**config.mk**
```make
export PLATFORM = sky130hd
export DESIGN_NAME = max_pool_3x3
export DESIGN_NICKNAME = d
export VERILOG_FILES = /design/src/logic/pool_pkg.sv /design/src/logic/window_capture.sv /design/src/logic/bitonic_sorter.sv /design/src/logic/max_select.sv /design/src/logic/max_pool_3x3.sv
export SDC_FILE = /design/constraint.sdc
export NUM_CORES = 1
export LEC_CHECK = 0
export ABC_AREA = 1
export BUFFER_PORTS_ARGS = -buffer_cell sky130_fd_sc_hd__buf_2
export CORE_MARGIN = 5
export CORE_UTILIZATION = 30
export CTS_CLUSTER_DIAMETER = 60
export CTS_CLUSTER_SIZE = 25
export DETAILED_ROUTE_END_ITERATION = 7
export GPL_TIMING_DRIVEN = 0
export PLACE_DENSITY = 0.56
export SYNTH_ARGS = -nofsm -noshare
export SYNTH_HDL_FRONTEND = slang
export SYNTH_SLANG_ARGS = --single-unit
```
**constraint.sdc**
```tcl
create_clock -name clk -period 8.03 [get_ports clk]
set_input_delay 0.4015 -clock clk [delete_from_list [all_inputs] [get_ports clk]]
set_output_delay 0.4015 -clock clk [all_outputs]
set_load 0.01 [all_outputs]
```
**src/logic/pool_pkg.sv**
```systemverilog
package pool_pkg;

    // Window geometry fixed by the bitonic schedule
    localparam int PIXEL_W     = 16;
    localparam int WIN_PIXELS  = 9;
    localparam int SORT_PIXELS = 8;

    typedef logic [PIXEL_W-1:0]             pixel_t;        // fp16 sign, exponent, mantissa
    typedef logic [WIN_PIXELS*PIXEL_W-1:0]  pool_window_t;  // Pixel k at slice k from LSB
    typedef logic [$clog2(SORT_PIXELS)-1:0] sort_idx_t;

    // Sorter progress with one state per bitonic stage
    typedef enum logic [2:0] {
        SORT_IDLE   = 3'd0,
        SORT_STAGE1 = 3'd1,
        SORT_STAGE2 = 3'd2,
        SORT_STAGE3 = 3'd3,
        SORT_STAGE4 = 3'd4,
        SORT_STAGE5 = 3'd5,
        SORT_STAGE6 = 3'd6
    } sort_state_t;

    // Strict ordering of two finite fp16 values
    // Sign-magnitude encoding lets the magnitude bits compare as unsigned integers
    function automatic logic fp16_greater(input pixel_t a, input pixel_t b);
        logic               a_neg;
        logic               b_neg;
        logic [PIXEL_W-2:0] a_mag;
        logic [PIXEL_W-2:0] b_mag;
        logic               gt;

        a_neg = a[PIXEL_W-1];
        b_neg = b[PIXEL_W-1];
        a_mag = a[PIXEL_W-2:0];
        b_mag = b[PIXEL_W-2:0];

        if (a_neg != b_neg) begin
            gt = !a_neg && ((a_mag != '0) || (b_mag != '0));  // +0 equals -0
        end else if (!a_neg) begin
            gt = a_mag > b_mag;
        end else begin
            gt = a_mag < b_mag;  // Both negative
        end
        return gt;
    endfunction

endpackage

```
**src/logic/window_capture.sv**
```systemverilog
`timescale 1ns/1ps

module window_capture import pool_pkg::*; (
    input  logic         clk,
    input  logic         rst_n,
    input  logic         i_start,
    input  pool_window_t i_window,
    input  logic         i_release,
    output pool_window_t o_window_q,
    output logic         o_load,
    output logic         o_busy
);

    logic         busy_q;
    logic         load_q;
    pool_window_t window_q;
    logic         accept;

    // Release and a new start may land on the same edge
    assign accept = i_start && (!busy_q || i_release);

    always_ff @(posedge clk or negedge rst_n) begin
        if (!rst_n) begin
            busy_q <= 1'b0;
            load_q <= 1'b0;
        end else begin
            load_q <= accept;
            if (accept) begin
                busy_q <= 1'b1;
            end else if (i_release) begin
                busy_q <= 1'b0;
            end
        end
    end

    // Window held for the sorter and the final compare
    always_ff @(posedge clk) begin
        if (accept) begin
            window_q <= i_window;
        end
    end

    assign o_window_q = window_q;
    assign o_load     = load_q;
    assign o_busy     = busy_q;

endmodule

```
**src/logic/bitonic_sorter.sv**
```systemverilog
`timescale 1ns/1ps

module bitonic_sorter import pool_pkg::*; (
    input  logic         clk,
    input  logic         rst_n,
    input  logic         i_load,
    input  pool_window_t i_window,
    output pixel_t       o_max8,
    output logic         o_done
);

    localparam int CMP_N = SORT_PIXELS / 2;  // Compare-exchange units per stage

    sort_state_t      state_q;
    sort_state_t      state_nxt;
    pixel_t           pix     [SORT_PIXELS];
    sort_idx_t        idx_q   [SORT_PIXELS];
    sort_idx_t        idx_cur [SORT_PIXELS];
    sort_idx_t        idx_nxt [SORT_PIXELS];
    sort_idx_t        lo_pos  [CMP_N];
    sort_idx_t        hi_pos  [CMP_N];
    logic [CMP_N-1:0] desc;
    logic [CMP_N-1:0] swap;
    logic             step;

    // Pixels 0 to 7 of the latched window
    always_comb begin
        for (int k = 0; k < SORT_PIXELS; k++) begin
            pix[k] = i_window[k*PIXEL_W +: PIXEL_W];
        end
    end

    // Stage 1 runs on the load edge straight from the identity order
    always_comb begin
        for (int p = 0; p < SORT_PIXELS; p++) begin
            idx_cur[p] = (state_q == SORT_IDLE) ? sort_idx_t'(p) : idx_q[p];
        end
    end

    assign step = (state_q == SORT_IDLE) ? i_load : (state_q != SORT_STAGE6);

    // Pairings of the stage that runs on the next edge
    // desc set means the larger value goes to the lower position
    always_comb begin
        case (state_q)
            SORT_IDLE: begin
                lo_pos = '{3'd0, 3'd2, 3'd4, 3'd6};
                hi_pos = '{3'd1, 3'd3, 3'd5, 3'd7};
                desc   = 4'b1010;
            end
            SORT_STAGE1: begin
                lo_pos = '{3'd0, 3'd1, 3'd4, 3'd5};
                hi_pos = '{3'd2, 3'd3, 3'd6, 3'd7};
                desc   = 4'b1100;
            end
            SORT_STAGE2: begin
                lo_pos = '{3'd0, 3'd2, 3'd4, 3'd6};
                hi_pos = '{3'd1, 3'd3, 3'd5, 3'd7};
                desc   = 4'b1100;
            end
            SORT_STAGE3: begin  // Final merge of both halves
                lo_pos = '{3'd0, 3'd1, 3'd2, 3'd3};
                hi_pos = '{3'd4, 3'd5, 3'd6, 3'd7};
                desc   = 4'b0000;
            end
            SORT_STAGE4: begin
                lo_pos = '{3'd0, 3'd1, 3'd4, 3'd5};
                hi_pos = '{3'd2, 3'd3, 3'd6, 3'd7};
                desc   = 4'b0000;
            end
            default: begin
                lo_pos = '{3'd0, 3'd2, 3'd4, 3'd6};
                hi_pos = '{3'd1, 3'd3, 3'd5, 3'd7};
                desc   = 4'b0000;
            end
        endcase
    end

    // Four compare-exchanges that move indices and leave pixels in place
    always_comb begin
        pixel_t lo_pix;
        pixel_t hi_pix;

        idx_nxt = idx_cur;
        for (int c = 0; c < CMP_N; c++) begin
            lo_pix = pix[idx_cur[lo_pos[c]]];
            hi_pix = pix[idx_cur[hi_pos[c]]];
            if (desc[c]) begin
                swap[c] = fp16_greater(hi_pix, lo_pix);
            end else begin
                swap[c] = fp16_greater(lo_pix, hi_pix);
            end
            if (swap[c]) begin
                idx_nxt[lo_pos[c]] = idx_cur[hi_pos[c]];
                idx_nxt[hi_pos[c]] = idx_cur[lo_pos[c]];
            end
        end
    end

    always_comb begin
        case (state_q)
            SORT_IDLE:   state_nxt = i_load ? SORT_STAGE1 : SORT_IDLE;
            SORT_STAGE1: state_nxt = SORT_STAGE2;
            SORT_STAGE2: state_nxt = SORT_STAGE3;
            SORT_STAGE3: state_nxt = SORT_STAGE4;
            SORT_STAGE4: state_nxt = SORT_STAGE5;
            SORT_STAGE5: state_nxt = SORT_STAGE6;
            default:     state_nxt = SORT_IDLE;
        endcase
    end

    always_ff @(posedge clk or negedge rst_n) begin
        if (!rst_n) begin
            state_q <= SORT_IDLE;
            for (int p = 0; p < SORT_PIXELS; p++) begin
                idx_q[p] <= sort_idx_t'(p);
            end
        end else begin
            state_q <= state_nxt;
            if (step) begin
                idx_q <= idx_nxt;
            end
        end
    end

    // State names the last stage done
    assign o_done = (state_q == SORT_STAGE6);
    assign o_max8 = pix[idx_q[SORT_PIXELS-1]];  // Largest ends at position 7

endmodule

```
**src/logic/max_select.sv**
```systemverilog
`timescale 1ns/1ps

module max_select import pool_pkg::*; (
    input  logic         clk,
    input  logic         rst_n,
    input  logic         i_done,
    input  pixel_t       i_max8,
    input  pool_window_t i_window,
    output pixel_t       o_result,
    output logic         o_valid
);

    pixel_t pix8;
    pixel_t winner;
    pixel_t result_q;
    logic   valid_q;

    // Pixel 8 sits outside the bitonic network
    assign pix8 = i_window[(WIN_PIXELS-1)*PIXEL_W +: PIXEL_W];

    // Ties go to pixel 8
    assign winner = fp16_greater(i_max8, pix8) ? i_max8 : pix8;

    always_ff @(posedge clk or negedge rst_n) begin
        if (!rst_n) begin
            result_q <= '0;
            valid_q  <= 1'b0;
        end else begin
            valid_q <= i_done;  // Single pulse per window
            if (i_done) begin
                result_q <= winner;
            end
        end
    end

    assign o_result = result_q;
    assign o_valid  = valid_q;

endmodule

```
**src/logic/max_pool_3x3.sv**
```systemverilog
`timescale 1ns/1ps

module max_pool_3x3 import pool_pkg::*; (
    input  logic         clk,
    input  logic         rst_n,
    input  logic         i_start,
    input  pool_window_t i_window,
    output logic         o_busy,
    output logic         o_valid,
    output pixel_t       o_result
);

    pool_window_t window_q;
    logic         load;
    logic         done;
    pixel_t       max8;

    window_capture capture_i (
        .clk        (clk),
        .rst_n      (rst_n),
        .i_start    (i_start),
        .i_window   (i_window),
        .i_release  (o_valid),   // Result out frees the unit
        .o_window_q (window_q),
        .o_load     (load),
        .o_busy     (o_busy)
    );

    bitonic_sorter sorter_i (
        .clk      (clk),
        .rst_n    (rst_n),
        .i_load   (load),
        .i_window (window_q),
        .o_max8   (max8),
        .o_done   (done)
    );

    max_select select_i (
        .clk      (clk),
        .rst_n    (rst_n),
        .i_done   (done),
        .i_max8   (max8),
        .i_window (window_q),
        .o_result (o_result),
        .o_valid  (o_valid)
    );

endmodule

```
==> flow_summary_export.csv <==
group,metric,value,unit
synth,synth-edff-count,144,
routing,ant_nets,0,
cts,cts_buffers,17,
final_layout,area_delta_synth_final,12.80,%
placed_design,portBuffers,164,
cts,ctsHoldBuffers,0,
cts,clk_pin_slew,0.09,ns
sta,finalSetupTns,0,ns
synth,synth_common_cells,"nand2_1, nand3_1, inv_1",
synth,synth_warnings,0,
routing,wirelength,145100,um
routing,vias_per_cell,5.976,
sta,hold_viol,0,
sta,min_period_over_period,77.88,%
placed_design,dpl.hpwl,103400,um
final_layout,nNetsFinal,3984,
synth,synth_nets,3794,
worst_setup_path,crit_top_cell,"nand3_1",
cts,cts_sinks,190,
sta,fmax,159.9,MHz
global_route,antenna_found_initial,2,
sta,fin_skew,0.01783,ns
floorplan,core.rowCount,99,
sta,period_needed,6.254,ns
hold_path,hold_class,"primary input to flip-flop",
synth,synth.yosys.seq_area_share,25.10,%
worst_setup_path,cpLargestDelayFamily,"simple AND/OR/NAND/NOR gates",
worst_setup_path,path_max_fanout,10,
floorplan,die_w,280.0,um
final_layout,layout-drive-gt1-share,13.43,%
synth,synth_top_area_share,22.08,%
cts,post_cts_resized,0,
sta,tightest_slew,1.605,ns
placed_design,place.gp.congestion,1.066,
status,run_status,"finished, violations left",
routing,drc,0,
worst_setup_path,path_class,"flip-flop to flip-flop",
run,max_cap_viol_count,9,
sta,rsz0062_at_grt,"false",
worst_setup_path,worst_ep_required_time,8.46,ns
routing,post_drt_wl_per_cell,30.63,um
global_route,grt_usage,35.44,%
global_route,grt_max_degree,47,
cts,htree_levels,4,
sta,finalMaxSlewViolations,87,
synth,synth_cells,3572,
floorplan,core-area,72590,um2
synth,synth_area,21870,um2
worst_setup_path,endpoint_kind,"flip-flop",
cts,insertion_delay,0.53,ns
worst_setup_path,critPathArrivalTime,6.68,ns
global_route,grt_pass1_wl,197800,um
synth,avgSynthCellArea,6.124,um2
cts,clk_path_buf_depth,2,
global_route,grt_overflow,0,
synth,synth.most_common_cell,"nand2_1",
synth,yosysTopAreaCell,"nand2_1",
floorplan,start_util,30.14,%
synth,synth-seq-cells,190,
sta,relSlewSlack,-7.028,%
sta,setup_viol,0,
synth,yosysUniqueCellTypes,57,
global_route,grt_pass1_vias,25160,
worst_setup_path,crit_path_max_incr_delay,0.81,ns
floorplan,die_area,78420,um2
synth,dominantRegCellSynth,"edfxtp_1",
synth,async_reset_ff_share,24.21,%
floorplan,ioPinCount,165,
routing,first_pass_iters,8,
worst_setup_path,worst_path_max_delay_cell,"a32oi_1",
synth,yosys-top-cells-area,"nand2_1, edfxtp_1, nand3_1, o211ai_1, ha_1",
worst_setup_path,path_buf_inv,5,
status,violations,"max-capacitance violations, max-slew violations",
cts,cts_tree,"yes",
cts,cts_root_buf,"clkbuf_16",
worst_setup_path,setup.worst_path.start_class,"flip-flop",
routing,drtIter0Drc,4525,
floorplan,die_h,280.0,um
cts,cts_setup_buffers,0,
routing,routed-via-count,28310,
-- metrics by stage --
stage	utilization, %	setup WS, ns	area [um2]	hold WS (ns)	cells
detailed placement	33.07	2.332	24010	0.4602	4700
global placement	32.92	0.6660	23900	0.4558	4695
global route	33.98	1.773	24670	0.03249	4734
CTS	33.94	2.288	24630	0.01770	4732
floorplan	-	2.924	21880	0.1059	3572
finish	33.99	1.776	24670	0.04270	4737
-- cells in the final DEF (no fill, tap or decap), types with 3 or more instances in the layout --
cell / instances
o21ai_1: 30
ha_1: 75
clkbuf_16: 17
a31oi_1: 3
nand3_2: 6
nand2_4: 8
buf_2: 293
o211ai_1: 139
nand3_1: 715
nor2_4: 5
buf_1: 8
edfxtp_1: 144
o21a_1: 4
o21ai_0: 138
inv_1: 242
o21ai_4: 4
dfrtp_1: 34
nor3_1: 3
nand2_2: 24
clkbuf_1: 104
buf_6: 23
nand3_4: 4
nor2_1: 153
nand4_1: 85
dfstp_2: 12
inv_2: 20
clkinv_8: 6
buf_8: 4
o21ai_2: 7
a21oi_1: 77
buf_12: 6
buf_4: 45
nand2_1: 1287
o22ai_1: 5
inv_12: 3
diode_2: 3
-- logic make-up after synthesis --
| group | share of synthesized area, % |
|---|---|
| multiplexers | 0.04576 |
| XOR/XNOR | 0.08009 |
| AO/OA/AOI/OAI | 12.01 |
| flip-flops | 25.10 |
| AND/OR/NAND/NOR | 46.04 |
| buffers and inverters | 12.43 |
| adder cells (fa/ha/maj) | 4.290 |
-- final timing paths --
check / start / endpoint / slack (ns) / cells after the start
setup / recovery: sorter_i.state_q[0]$_DFF_PN0_ / sorter_i.idx_q[1]$_DFFE_PN1P_ / 1.78 / 27
hold / removal: i_window[127] / capture_i.o_window_q[127]$_DFFE_PP_ / 0.04 / 1
setup reg to reg: sorter_i.state_q[0]$_DFF_PN0_ / sorter_i.idx_q[1]$_DFFE_PN1P_ / 1.78 / 27
hold reg to reg: sorter_i.idx_q[18]$_DFFE_PN1P_ / sorter_i.idx_q[18]$_DFFE_PN1P_ / 0.47 / 2
max in group asynchronous: rst_n / sorter_i.state_q[1]$_DFF_PN0_ / 7.10 / 1
min in group asynchronous: rst_n / select_i.o_valid$_DFF_PN0_ / 0.14 / 1
-- worst reg2reg max path: stages, from the launching register on --
cell	delay (ns)
dfrtp_1	0.37
buf_4	0.18
nor2_8	0.16
nand2_8	0.15
nand2_1	0.14
nand3_1	0.57
nand3_1	0.28
buf_2	0.30
buf_2	0.29
nand2_1	0.08
nand3_1	0.13
nand3_1	0.08
nand2_1	0.11
inv_1	0.05
ha_1	0.29
nand2_1	0.06
o21ai_0	0.18
nand4_1	0.11
o211ai_1	0.10
nand3_1	0.33
a32oi_1	0.82
nor2_1	0.13
a21oi_2	0.37
nand3_2	0.17
nand2_2	0.20
buf_6	0.20
o21ai_1	0.08
o22ai_1	0.22
-- registers in the layout (all words and copies together) (netlist names) --
register              cells
sorter_i.state_q          3
capture_i.o_load          1
capture_i.o_busy          1
select_i.o_result        16
select_i.o_valid          1
capture_i.o_window_q    144
sorter_i.idx_q           24
-- per-layer routing --
metal	global-route usage, %	share of wire, %
met2	49.05	39
met4	23.38	8.5
met1	47.19	38
met5	0	0.014
met3	11.09	14
-- area by class of cell --
| class | count | area (um2) |
|---|---|---|
| clock inverters | 15 | 202.7 |
| diodes | 3 | 7.507 |
| clock buffers | 17 | 425.4 |
| inverters | 266 | 1003 |
| well taps | 959 | 1200 |
| multi-input cells | 2803 | 13680 |
| repair buffers | 171 | 950.9 |
| flip-flops and latches | 190 | 5490 |
| fillers | 8203 | 47910 |
| plain buffers | 313 | 1718 |
Power is not shown: default switching activity piles up to over one toggle a cycle in this logic, so the estimate is an artifact.
